--- config.mk ---
export PLATFORM = sky130hd
export DESIGN_NAME = reward_top
export DESIGN_NICKNAME = d
export VERILOG_FILES = /design/src/verilog/reward_pkg.sv /design/src/verilog/reward_ctrl.sv /design/src/verilog/reward_lfsr.sv /design/src/verilog/reward_spot.sv /design/src/verilog/reward_timer.sv /design/src/verilog/reward_top.sv
export SDC_FILE = /design/constraint.sdc
export NUM_CORES = 1
export LEC_CHECK = 0
export CORE_MARGIN = 5
export CORE_UTILIZATION = 25
export CTS_CLUSTER_SIZE = 25
export DETAILED_ROUTE_END_ITERATION = 16
export DONT_BUFFER_PORTS = 1
export PLACE_DENSITY = 0.39
export SLEW_MARGIN = 20
export SYNTH_ARGS = -nofsm -noshare
export SYNTH_HDL_FRONTEND = slang
export SYNTH_SLANG_ARGS = --single-unit
--- constraint.sdc ---
create_clock -name clk_4Hz -period 2.95 [get_ports clk_4Hz]
set_clock_uncertainty 0.1 [all_clocks]
set_input_delay 0 -clock clk_4Hz [delete_from_list [all_inputs] [get_ports clk_4Hz]]
set_output_delay 0 -clock clk_4Hz [all_outputs]
set_load 0.05 [all_outputs]
--- src/verilog/reward_pkg.sv ---
package reward_pkg;

	// grid coordinates, 64 by 64 cells
	localparam int COORD_W = 6;

	// ----------------------------------------
	// game and reward encodings
	// ----------------------------------------

	typedef enum logic [1:0]
	{
		ST_IDLE  = 2'd0,
		ST_PAUSE = 2'd1,
		ST_RUN   = 2'd2,
		ST_OVER  = 2'd3
	} game_state_t;

	typedef enum logic [1:0]
	{
		RW_NONE    = 2'd0,
		RW_PROTECT = 2'd1,
		RW_SLOW    = 2'd2,
		RW_GRADE   = 2'd3
	} reward_kind_t;

	// one reward spot on the grid, 14 bits
	typedef struct packed
	{
		logic [COORD_W-1:0] x;
		logic [COORD_W-1:0] y;
		reward_kind_t kind;
	} spot_t;

	typedef struct packed
	{
		logic protect;
		logic slow;
		logic grade;
	} reward_flags_t;

	localparam logic [15:0] LED_PROTECT = 16'h000F; // right nibble
	localparam logic [15:0] LED_SLOW    = 16'h00F0;
	localparam logic [15:0] LED_GRADE   = 16'h0F00;

endpackage

--- src/verilog/reward_ctrl.sv ---
module reward_ctrl
(
	input  logic                        clk_4Hz,
	input  logic                        reset,
	input  reward_pkg::game_state_t     game_status,
	input  logic [2:0]                  sw,
	input  logic                        valid,
	input  logic                        hit,
	input  reward_pkg::reward_kind_t    spot_kind,
	output logic                        place,
	output logic                        take,
	output logic                        grant,
	output reward_pkg::reward_kind_t    grant_kind,
	output logic                        run
);

	reward_pkg::reward_kind_t sw_kind;

	assign run = (game_status == reward_pkg::ST_RUN);

	// ----------------------------------------
	// switch decode
	// ----------------------------------------

	always_comb
	begin
		case (sw)
			3'b001:  sw_kind = reward_pkg::RW_PROTECT;
			3'b010:  sw_kind = reward_pkg::RW_SLOW;
			3'b100:  sw_kind = reward_pkg::RW_GRADE;
			default: sw_kind = reward_pkg::RW_NONE; // no switch or several at once
		endcase
	end

	// ----------------------------------------
	// grant, pickup and placement
	// ----------------------------------------

	always_comb
	begin
		grant      = 1'b0;
		grant_kind = reward_pkg::RW_NONE;
		take       = 1'b0;
		place      = 1'b0;
		if (run)
		begin
			if (sw_kind != reward_pkg::RW_NONE)
			begin
				grant      = 1'b1;
				grant_kind = sw_kind; // the spot stays where it is
			end
			else if (hit)
			begin
				grant      = 1'b1;
				grant_kind = spot_kind;
				take       = 1'b1;
			end

			// a hit needs a valid spot, so an empty slot never sees a take
			if (!valid)
				place = 1'b1;
		end
	end

	place_take_exclusive: assert property (@(posedge clk_4Hz) disable iff (reset)
		!(place && take))
	else $error("reward_ctrl: place and take in the same tick");

endmodule

--- src/verilog/reward_lfsr.sv ---
module reward_lfsr
#(
	parameter logic [15:0] SEED = 16'hACE1
)
(
	input  logic               clk_4Hz,
	input  logic               reset,
	output reward_pkg::spot_t  cand
);

	// taps for x^16 + x^14 + x^13 + x^11 + 1, maximal length
	localparam logic [15:0] TAPS = 16'hB400;

	localparam int CW = reward_pkg::COORD_W;

	logic [15:0] lfsr;
	reward_pkg::reward_kind_t raw_kind;

	always_ff @(posedge clk_4Hz)
	begin
		if (reset)
			lfsr <= SEED;
		else if (lfsr[0])
			lfsr <= (lfsr >> 1) ^ TAPS;
		else
			lfsr <= lfsr >> 1;
	end

	assign raw_kind = reward_pkg::reward_kind_t'(lfsr[2*CW+1:2*CW]);

	always_comb
	begin
		cand.x    = lfsr[CW-1:0];
		cand.y    = lfsr[2*CW-1:CW];
		cand.kind = raw_kind;
		if (raw_kind == reward_pkg::RW_NONE)
			cand.kind = reward_pkg::RW_PROTECT; // a spot always carries a reward
	end

	// an all-zero register would lock up the sequence for good
	lfsr_nonzero: assert property (@(posedge clk_4Hz) disable iff (reset)
		lfsr != '0)
	else $error("reward_lfsr: register reached zero");

endmodule

--- src/verilog/reward_spot.sv ---
module reward_spot
(
	input  logic                            clk_4Hz,
	input  logic                            reset,
	input  logic                            place,
	input  logic                            take,
	input  reward_pkg::spot_t               cand,
	input  logic [reward_pkg::COORD_W-1:0]  head_x,
	input  logic [reward_pkg::COORD_W-1:0]  head_y,
	output reward_pkg::spot_t               spot,
	output logic                            valid,
	output logic                            hit
);

	// ----------------------------------------
	// placed spot
	// ----------------------------------------

	always_ff @(posedge clk_4Hz)
	begin
		if (reset)
			valid <= 1'b0;
		else if (take)
			valid <= 1'b0; // eaten, a new one comes next tick
		else if (place)
			valid <= 1'b1;
	end

	always_ff @(posedge clk_4Hz)
	begin
		if (place)
			spot <= cand;
	end

	// ----------------------------------------
	// head compare
	// ----------------------------------------

	always_comb
	begin
		hit = 1'b0;
		if (valid && head_x == spot.x && head_y == spot.y)
			hit = 1'b1;
	end

	// the control side only places into an empty slot, otherwise a live spot
	// would move under the snake without being eaten
	place_when_empty: assert property (@(posedge clk_4Hz) disable iff (reset)
		place |-> !valid)
	else $error("reward_spot: place while a spot is still valid");

endmodule

--- src/verilog/reward_timer.sv ---
module reward_timer
#(
	parameter logic [9:0] REWARD_TICKS = 10'd31
)
(
	input  logic                        clk_4Hz,
	input  logic                        reset,
	input  logic                        run,
	input  logic                        grant,
	input  reward_pkg::reward_kind_t    grant_kind,
	output reward_pkg::reward_flags_t   flags,
	output logic [15:0]                 led,
	output logic [9:0]                  remaining
);

	reward_pkg::reward_kind_t active_kind;

	// ----------------------------------------
	// active reward and countdown
	// ----------------------------------------

	always_ff @(posedge clk_4Hz)
	begin
		if (reset)
		begin
			active_kind <= reward_pkg::RW_NONE;
			remaining   <= '0;
		end
		else if (run)
		begin
			if (grant)
			begin
				active_kind <= grant_kind; // replaces whatever was running
				remaining   <= REWARD_TICKS;
			end
			else if (active_kind != reward_pkg::RW_NONE)
			begin
				if (remaining == 10'd1)
				begin
					active_kind <= reward_pkg::RW_NONE;
					remaining   <= '0;
				end
				else
					remaining <= remaining - 10'd1;
			end
		end
	end

	always_comb
	begin
		flags.protect = (active_kind == reward_pkg::RW_PROTECT);
		flags.slow    = (active_kind == reward_pkg::RW_SLOW);
		flags.grade   = (active_kind == reward_pkg::RW_GRADE);
		case (active_kind)
			reward_pkg::RW_PROTECT: led = reward_pkg::LED_PROTECT;
			reward_pkg::RW_SLOW:    led = reward_pkg::LED_SLOW;
			reward_pkg::RW_GRADE:   led = reward_pkg::LED_GRADE;
			default:                led = '0;
		endcase
	end

	// count and kind must run out together
	count_matches_kind: assert property (@(posedge clk_4Hz) disable iff (reset)
		(remaining == '0) == (active_kind == reward_pkg::RW_NONE))
	else $error("reward_timer: remaining out of step with the active kind");

endmodule

--- src/verilog/reward_top.sv ---
module reward_top
#(
	parameter logic [9:0]  REWARD_TICKS = 10'd31,
	parameter logic [15:0] LFSR_SEED    = 16'hACE1
)
(
	input  logic                            clk_4Hz,
	input  logic                            reset,
	input  reward_pkg::game_state_t         game_status,
	input  logic [reward_pkg::COORD_W-1:0]  head_x,
	input  logic [reward_pkg::COORD_W-1:0]  head_y,
	input  logic [2:0]                      sw,
	output reward_pkg::reward_flags_t       flags,
	output logic [15:0]                     led,
	output logic [9:0]                      remaining,
	output reward_pkg::spot_t               spot,
	output logic                            spot_valid
);

	reward_pkg::spot_t          cand;
	reward_pkg::reward_kind_t   grant_kind;
	logic                       place;
	logic                       take;
	logic                       hit;
	logic                       grant;
	logic                       run;

	reward_ctrl u_ctrl
	(
		.clk_4Hz     (clk_4Hz),
		.reset       (reset),
		.game_status (game_status),
		.sw          (sw),
		.valid       (spot_valid),
		.hit         (hit),
		.spot_kind   (spot.kind),
		.place       (place),
		.take        (take),
		.grant       (grant),
		.grant_kind  (grant_kind),
		.run         (run)
	);

	reward_lfsr #(.SEED(LFSR_SEED)) u_lfsr
	(
		.clk_4Hz (clk_4Hz),
		.reset   (reset),
		.cand    (cand)
	);

	reward_spot u_spot
	(
		.clk_4Hz (clk_4Hz),
		.reset   (reset),
		.place   (place),
		.take    (take),
		.cand    (cand),
		.head_x  (head_x),
		.head_y  (head_y),
		.spot    (spot),
		.valid   (spot_valid),
		.hit     (hit)
	);

	reward_timer #(.REWARD_TICKS(REWARD_TICKS)) u_timer
	(
		.clk_4Hz    (clk_4Hz),
		.reset      (reset),
		.run        (run),
		.grant      (grant),
		.grant_kind (grant_kind),
		.flags      (flags),
		.led        (led),
		.remaining  (remaining)
	);

endmodule
## Word-level counts from Yosys, hierarchy flattened

Index checks and enable logic that the tools add are counted.

| storage, ports and cells | value |
|---|---|
| flip-flop bits (word level) | 43 |
| input port bits | 19 |
| output and inout bits | 44 |
| word-level logic and storage cells | 48 |

| cells by class | value |
|---|---|
| $add $sub $neg | 1 |
| equality and inequality tests | 10 |
| multiplexer cells | 19 |
| bitwise operators | 1 |
| reductions and logical operators | 10 |

Operators by type and width:

| operator | count |
|---|---|
| $pmux 12 s3 | 1 |
| $mux 10 | 3 |
| $mux 16 | 1 |
| $eq 6x6->1 | 2 |
| $eq 10x1->1 const B | 1 |
| $mux 2 | 5 |
| $sub 10x1->10 const B | 1 |
| $mux 1 | 8 |
| $reduce_bool 2->1 | 4 |
| $eq 2x2->1 const B | 3 |
| $pmux 2 s3 | 1 |
| $not 3->4 | 1 |
| $eq 3x1->1 const B | 1 |
| $eq 3x2->1 const B | 1 |
| $eq 3x3->1 const B | 1 |
| $reduce_and 3->1 | 1 |
| $eq 2x1->1 const B | 1 |
| $logic_and 1x1->1 | 2 |
| $logic_not 2->1 | 1 |
| $reduce_and 2->1 | 1 |
| $reduce_or 2->1 | 1 |

## Logic depth before layout (Yosys ltp)

Gate-level depths: netlist of the first run.

| depth | value |
|---|---|
| depth after elaboration | 9 |
| mapped depth | 8 |

## By module

Synthesis of the first run repeated with hierarchy kept, for this count alone.

| second synthesis, totals | value |
|---|---|
| cells, all modules | 197 |
| area total of the unflattened synthesis | 2104.5 um2 |

By module, submodules not included:

| module | instances | cells an instance | area an instance (um2) |
|---|---|---|---|
| reward_timer | 1 | 90 | 793.3 |
| reward_spot | 1 | 34 | 588.1 |
| reward_lfsr | 1 | 50 | 563.0 |
| reward_ctrl | 1 | 23 | 160.2 |

## Least setup slack after synthesis of the first run

OpenSTA, ideal clock, no wires.

| path | value |
|---|---|
| path type | register to register |
| start | register u_spot.spot[11] (netlist name) |
| end | register u_timer.remaining[6] |
| arrival time | 2.109 ns |
| required time | 2.778 ns |
| slack | 0.669 ns |
| cell stages (with the launch flop) | 7 |
| buffers on the path | 0 |
| period minus slack after synthesis | 2.281 ns |
| path through | edfxtp_1 xnor2_1 nand4_1 nor4_4 nor2_2 or4_1 a21oi_1 |

| on the way | value |
|---|---|
| longest elaborated chain between the ends | 9 |
| elaborated cells on any way between the ends | 10 |
| those cells by class | 1 x eq/ne; 5 x mux; 4 x reduce/logical |

Ends and longest elaborated chain:

| item | line | text |
|---|---|---|
| $eq 6x6->1 * | reward_spot.sv:42 | `if (valid && head_x == spot.x && head_y == spot.y)` |
| $logic_and 1x1->1 * (2 in a row) | reward_spot.sv:42 |  |
| $mux 1 * | reward_spot.sv:42 |  |
| $mux 1 * | reward_ctrl.sv:52 | `else if (hit)` |
| $mux 1 * | reward_ctrl.sv:47 | `if (sw_kind != reward_pkg::RW_NONE)` |
| $mux 1 * | reward_ctrl.sv:45 | `if (run)` |
| $reduce_bool 2->1 (no line) | n/a |  |
| $reduce_and 2->1 (no line) | n/a |  |
| to (signal assigned) | reward_timer.sv:44 | `remaining <= remaining - 10'd1;` |
| to (decl) | reward_timer.sv:13 | `output logic [9:0] remaining` |

Every way passes the cells marked *; elsewhere a longest branch is shown, timed or not.
A chain may end at the register's enable or synchronous reset.

## Worst setup path after layout of the first run

| path | value |
|---|---|
| start | register u_timer.remaining[6] |
| end | register u_timer.remaining[0] |

| on the way | value |
|---|---|
| longest elaborated chain between the ends | 4 |

Ends and longest elaborated chain:

| item | line | text |
|---|---|---|
| $eq 10x1->1 | reward_timer.sv:38 | `if (remaining == 10'd1)` |
| $mux 10 | reward_timer.sv:38 |  |
| $mux 10 | reward_timer.sv:36 | `else if (active_kind != reward_pkg::RW_NONE)` |
| $mux 10 | reward_timer.sv:31 | `if (grant)` |

Every way passes these cells. The select of a mux whose other input is x is not followed.

==> out/qor.csv, run 1 <==
stage,metric,value,unit
hold_path,min_path_type,input pin to flip-flop,
logic_synthesis,synth_warnings,0,
layout,post-route-util,30.7,%
setup_path,crit_path_end_kind,flip-flop,
setup_path,worstSetupPathType,flip-flop to flip-flop,
cts,cts_tree,yes,
grt,grt_antenna_before_repair,0,
layout,final_nets,228,
cts,clk_pin_slew,0.09,ns
timing,fmax,372,MHz
setup_path,critPathLaunchType,flip-flop,
grt,overflow,0,
layout,area_delta_synth_final,21.3,%
logic_synthesis,synth.largest_area_cell,dfxtp_1,
placed_design,pre_cts_slack,0.634,ns
logic_synthesis,ys_types,37,
grt,grt_pass1_vias,1359,
job,maxCapViolCount,0,
timing,post-route-period-util,91.2,%
grt,grt.busiest_layer,met2,
layout,layout-drive-gt1-share,20.7,%
setup_path,cpPeakStageDelay,0.59,ns
grt,gr-usage-met2,13.7,%
floorplanning,die_y,97.9,µm
cts,cts.sinks,43,
grt,grtUsageMet3,5.21,%
grt,grt_max_degree,26,
logic_synthesis,synth.ff_latch_count,43,
timing,tns,0,ns
timing,setup_viol,0,
routing,wl_per_cell,14.5,µm
logic_synthesis,yosys-top-cells-area,"dfxtp_1 30%, edfxtp_1 22%, xnor2_1 6.8%",
logic_synthesis,synth_top_area_share,30.0,%
power,powerDensity,602,nW/µm²
floorplanning,num_rows,32,
floorplanning,core-area,7650,µm²
logic_synthesis,syn_area,1930,µm²
floorplanning,dieArea,9590,µm²
logic_synthesis,synthCells,187,
grt,use_met1,12.6,%
routing,viasPerCell,4.33,
logic_synthesis,synth.area.mux_share,0.518,%
logic_synthesis,synth_xor_area_share,8.61,%
logic_synthesis,synth_top_family_by_area,simple AND/OR/NAND/NOR gates,
timing,fin_crit,2.69,ns
setup_path,r2r_setup_slack,0.26,ns
cts,clk_latency,0.30,ns
floorplanning,start_util,25.3,%
setup_path,path_max_fanout,6,
power,p_leak,0.849,nW
logic_synthesis,synth-compound-area-share,10.7,%
routing,drt_iter0_markers,101,
setup_path,path_cells,"nor4_1, and3b_1, and2_1, nor3_1, o31ai_1, a21oi_1, dlygate4sd3_1",
logic_synthesis,avgSynthCellArea,10.3,µm²
setup_path,crit_slowest_cell,dlygate4sd3_1,
cts,clockRootBuffer,clkbuf_8,
timing,max_slew_margin,40.7,%
status,status,completed,
setup_path,path_delay_family,simple AND/OR/NAND/NOR gates,
routing,vias,1341,
grt,grt_first_pass_wirelength,7320,µm
setup_path,cp_data_required_time,3.05,ns
layout,num_antenna_cells,0,
logic_synthesis,ys_seq_area_share,51.8,%
cts,h-tree-depth,2,
timing,rsz0062_at_grt,no,
timing,worst_pin_slew,0.887,ns
grt,grt_util_all_layers,9.69,%
power,irDropWorstVdd,0.277,mV
logic_synthesis,synthAdderAreaFrac,1.29,%
timing,setup_slack,0.259,ns
logic_synthesis,synth_ff_type,dfxtp_1,
setup_path,cp_num_buf_inv,1,
routing,firstDrtPassIters,4,
cts,cts_resized,0,
timing,drv_slew,0,
floorplanning,die_w,97.9,µm
cts,clk_path_buf_depth,2,
logic_synthesis,synth-async-reset-ratio,0,%
placed_design,io_buffers,0,
floorplanning,io_pins,63,
routing,antenna_left,0,
logic_synthesis,synthSimpleGateAreaFrac,18.8,%
logic_synthesis,synth_edf_count,14,
setup_path,critPathArrivalTime,2.79,ns
placed_design,routabilityCongestion,0.775,
routing,drc,0,
routing,wl,4490,µm
timing,hold_viol,0,
cts,cts_inserted_buffers,5,
placed_design,dp.final_hpwl,3180,µm
power breakdown:
part	switching, mW	internal [mW]	total (mW)
sequential	0.0541	0.648	0.702
clock	0.220	0.255	0.475
combinational	0.151	0.0830	0.234
synth_stat cells, types with 2 or more instances:
library cell,instances
nand2b_1,4
dfxtp_1,29
nand3_1,2
nand2_1,4
edfxtp_1,14
and2_1,2
nor3_1,4
o22ai_1,2
o31ai_1,3
o211ai_1,2
inv_1,2
or2_2,6
o21ai_0,11
a21oi_1,9
a211oi_1,3
buf_4,16
ha_1,2
nand4_1,2
nor4_1,2
or4_1,2
nor2b_1,12
xor2_1,4
clkbuf_1,4
xnor2_1,15
or3_1,4
nor2_1,16
layout by cell type, fill, tap and decap left out, types with 5 or more instances in the layout:
cell / netlist / layout
or2_2: 6 / 6
nor2b_1: 12 / 10
clkbuf_8: 1 / 5
buf_4: 16 / 22
o21ai_0: 11 / 11
a21oi_1: 9 / 9
edfxtp_1: 14 / 14
dfxtp_1: 29 / 29
xnor2_1: 15 / 15
dlygate4sd3_1: 0 / 7
nor2_1: 16 / 16
cell type report:
type	instances	area [µm²]
Sequential cell	43	1000
Tap cell	102	128
Multi-Input combinational cell	124	803
Fill cell	797	5300
Inverter	2	7.51
Clock buffer	5	68.8
Timing Repair Buffer	31	290
Clock inverter	3	46.3
state kept, by name, indices dropped and copies added, names as in the netlist:
signal and count:
u_spot.valid 1, u_timer.active_kind 2, u_spot.spot 14, u_timer.remaining 10
u_lfsr.lfsr 16
repair_timing:
| action | CTS | global route |
|---|---|---|
| endpoints found under the hold margin | 29 | 0 |
| endpoints found under the setup margin | 0 | 0 |
| setup buffers | 0 | 0 |
| hold buffers | 7 | 0 |
stage by stage:
step                      instances  instance area [µm²]  power, mW  hold WS [ns]
after global routing            310                 2340       1.48        0.0366
after global placement          295                 2160      0.938       -0.0246
after floorplan                 190                 1940      0.894       -0.0284
after CTS                       310                 2340       1.43       0.00865
final                           310                 2340       1.41        0.0148
after detailed placement        295                 2160      0.938       -0.0238
metal layers:
layer / up-vias / part of all wire [%]
li1: 671 / -
met1: 615 / 45
met2: 51 / 43
met3: 4 / 10
met4: 0 / 1.4
met5: - / 0
worst reg2reg max path: stages (launching register included):
cell and delay, ns:
dfxtp_1 0.53, nor4_1 0.50, and3b_1 0.22, and2_1 0.26, nor3_1 0.07, o31ai_1 0.22
a21oi_1 0.09, dlygate4sd3_1 0.59
cells by family (layout without fill, tap and decap cells):
kind of cell               after synthesis  count (layout)
DFF                                     43              43
adders and majority gates                2               2
AOI/OAI and AO/OA                       34              34
muxes                                    1               1
other                                    1               4
xor gates and xnor gates                19              19
buffers and inverters                   23              41
and+or+nand+nor                         64              64
path summary, 6_finish.rpt:
path                        startpoint                      to  cells past startpoint
hold / removal                   sw[2]  u_timer.active_kind[1]                      4
setup / recovery  u_timer.remaining[6]    u_timer.remaining[0]                      7
setup reg to reg  u_timer.remaining[6]    u_timer.remaining[0]                      7
hold reg to reg         u_lfsr.lfsr[5]         u_spot.spot[13]                      0
Power figures use the tool's default switching activity.
==> run 2: changes to the inputs <==
- CORE_UTILIZATION: 25 -> 55
- PLACE_DENSITY: 0.39 -> 0.71
==> run 2 against run 1 <==
  * Clock power shrank 42%
  * First-iteration DRC count increased by 3.0%
  * Clock-buffer cell count stayed put
  * Global-route usage grew 6.6 points
  * Sequential cell count is the same
  * Combinational power down 8.5%
  * Largest power group unchanged
  * Highest routed layer unchanged
==> out/qor.csv, run 2 (same netlist as run 1, synthesis figures left out) <==
stage,metric,value,unit,change
status,status,completed,,unchanged
grt,grt.busiest_layer,met2,,unchanged
grt,grt_pass1_vias,1330,,"was 1,359"
placed_design,dp.final_hpwl,2800,µm,was 3180 µm
setup_path,worstSetupPathType,flip-flop to flip-flop,,unchanged
hold_path,min-delay-start,game_status[0],,was sw[2]
power,clkPwrFrac,22.8,%,was 33.6%
setup_path,critPathLaunchType,flip-flop,,unchanged
placed_design,io_buffers,0,,unchanged
routing,wl_per_cell,15.8,µm,was 14.5 µm
timing,max_slew_margin,43.9,%,was 40.7%
setup_path,path_cells,"xnor2_1, nand2_1, nor4_4, nor2_1, or3_1, dlygate4sd3_1, a21oi_1",,"was nor4_1, and3b_1, and2_1, nor3_1, o31ai_1, a21oi_1, dlygate4sd3_1"
hold_path,min_path_type,input pin to flip-flop,,unchanged
timing,fmax,349,MHz,was 372 MHz
placed_design,routabilityCongestion,0.861,,was 0.775
power,p_seq_share,59.5,%,was 49.8%
layout,regMostFlops,u_lfsr.lfsr,,unchanged
grt,gr-usage-met2,30.1,%,was 13.7%
power,irDropWorstVdd,0.437,mV,was 0.277 mV
layout,post-route-util,65.2,%,was 30.7%
cts,cts_inserted_buffers,5,,unchanged
hold_path,whs_endpoint,u_timer.active_kind[0],,was u_timer.active_kind[1]
timing,hold_viol,0,,unchanged
power,combinationalPowerShare,17.7,%,was 16.6%
placed_design,pre_cts_slack,0.583,ns,was 0.634 ns
timing,fin_crit,2.87,ns,was 2.69 ns
floorplanning,io_pins,63,,unchanged
layout,layout-drive-gt1-share,17.5,%,was 20.7%
routing,wl,3980,µm,was 4490 µm
floorplanning,die_y,69.3,µm,was 97.9 µm
routing,drt_iter0_markers,104,,was 101
power,switchingPower,0.387,mW,was 0.424 mW
layout,fill_cells,288,,was 797
timing,post-route-period-util,97.3,%,was 91.2%
setup_path,r2r_setup_slack,0.08,ns,was 0.26 ns
layout,largest_register_ffs,16,,unchanged
timing,worst_pin_slew,0.838,ns,was 0.887 ns
cts,cts_resized,0,,unchanged
setup_path,r2r_start,u_spot.spot[12],,was u_timer.remaining[6]
setup_path,crit_slowest_cell,edfxtp_1,,was dlygate4sd3_1
grt,grt_antenna_before_repair,0,,unchanged
cts,cts.sinks,43,,unchanged
routing,viasPerCell,5.47,,was 4.33
grt,overflow,0,,unchanged
routing,firstDrtPassIters,5,,was 4
routing,antenna_left,0,,unchanged
grt,grt_max_degree,26,,unchanged
setup_path,rr_endpoint,u_timer.active_kind[1],,was u_timer.remaining[0]
power,powerDensity,550,nW/µm²,was 602 nW/µm²
floorplanning,die_w,69.3,µm,was 97.9 µm
setup_path,path_max_fanout,7,,was 6
layout,biggestRegsByFlops,"u_lfsr.lfsr x16, u_spot.spot x14, u_timer.remaining x10",,unchanged
grt,grt_util_all_layers,16.3,%,was 9.69%
cts,clk_path_buf_depth,2,,unchanged
floorplanning,start_util,57.5,%,was 25.3%
timing,setup_viol,0,,unchanged
cts,cts_tree,yes,,unchanged
power,p_sw_share,32.1,%,was 30.1%
grt,grt_first_pass_wirelength,6270,µm,was 7320 µm
job,maxCapViolCount,0,,unchanged
floorplanning,num_rows,21,,was 32
layout,final_common_cell,dfxtp_1,,unchanged
setup_path,cp_data_required_time,3.13,ns,was 3.05 ns
cts,clockRootBuffer,clkbuf_4,,was clkbuf_8
grt,use_met1,16.7,%,was 12.6%
timing,setup_slack,0.0806,ns,was 0.259 ns
timing,tns,0,ns,unchanged
floorplanning,core-area,3360,µm²,was 7650 µm²
cts,clk_latency,0.35,ns,was 0.30 ns
layout,num_antenna_cells,0,,unchanged
floorplanning,dieArea,4800,µm²,was 9590 µm²
routing,vias,1379,,"was 1,341"
setup_path,critPathArrivalTime,3.05,ns,was 2.79 ns
layout,final_nets,226,,was 228
setup_path,cpPeakStageDelay,0.65,ns,was 0.59 ns
hold_path,min_delay_path_depth,3,,was 4
layout,area_delta_synth_final,13.4,%,was 21.3%
power,intPower,0.819,mW,was 0.986 mW
timing,whs,0.0500,ns,was 0.0148 ns
cts,clk_pin_slew,0.12,ns,was 0.09 ns
power,fin_total_pwr,1.21,mW,was 1.41 mW
timing,drv_slew,0,,unchanged
setup_path,reg2regPathDepth,7,,unchanged
setup_path,crit_path_end_kind,flip-flop,,unchanged
grt,grtUsageMet3,6.96,%,was 5.21%
routing,drc,0,,unchanged
cts,h-tree-depth,2,,unchanged
layout,final_cell_mix,"29 x dfxtp_1, 17 x buf_4, 16 x nor2_1",,"was 29 x dfxtp_1, 22 x buf_4, 16 x nor2_1"
power,p_leak,0.800,nW,was 0.849 nW
## run 2: through the flow
stage	instance area (µm²)	instances
global route	2190	252
finish	2190	252
detailed placement	2010	231
global placement	2010	231
CTS	2180	250
floorplan	1940	190
## run 2: final cells by class
class                           instances  area (µm²)  area share (%)
Clock buffer                            5        37.5            1.71
Clock inverter                          3        20.0           0.913
Inverter                                2        7.51           0.342
Multi-Input combinational cell        124         803            36.6
Sequential cell                        43        1000            45.7
Tap cell                               46        57.6            2.63
Timing Repair Buffer                   29         265            12.1
## run 2: how the worst max path moves through the flow
| stage | startpoint | end | cells after the start |
|---|---|---|---|
| floorplan | u_spot.spot[11] | u_timer.remaining[6] | 6 |
| CTS | u_spot.spot[12] | u_timer.active_kind[1] | 7 |
| global placement | u_spot.spot[12] | u_timer.remaining[7] | 6 |
| global route | u_spot.spot[12] | u_timer.active_kind[1] | 7 |
| detailed placement | u_spot.spot[12] | u_timer.remaining[5] | 6 |
| finish | u_spot.spot[12] | u_timer.active_kind[1] | 7 |
## run 2: critical path: cells and delay by family (launching register included)
family | cells | cell delay [ns]
flops | 1 | 0.65
buf+inv | 1 | 0.56
compound gates | 1 | 0.11
xor+xnor | 1 | 0.25
simple gates | 4 | 1.13
## run 2: power by group through the flow
stage / logic (mW) / registers [mW] / clock network (mW)
floorplan: 0.147 / 0.747 / 0
global placement: 0.190 / 0.729 / 0
detailed placement: 0.193 / 0.732 / 0
CTS: 0.211 / 0.718 / 0.286
global route: 0.230 / 0.723 / 0.312
finish: 0.214 / 0.718 / 0.275
## run 2: routing by layer
layer	part of all wire [%]	wire length (µm)
met1	35	1410
met4	1.5	59
met2	55	2200
met5	0	0
met3	8.0	317
## run 2: timing repair
| action | CTS | global route |
|---|---|---|
| endpoints found under the hold margin | 29 | 0 |
| setup buffers | 0 | 2 |
| hold buffers | 11 | 0 |
| endpoints found under the setup margin | 0 | 1 |
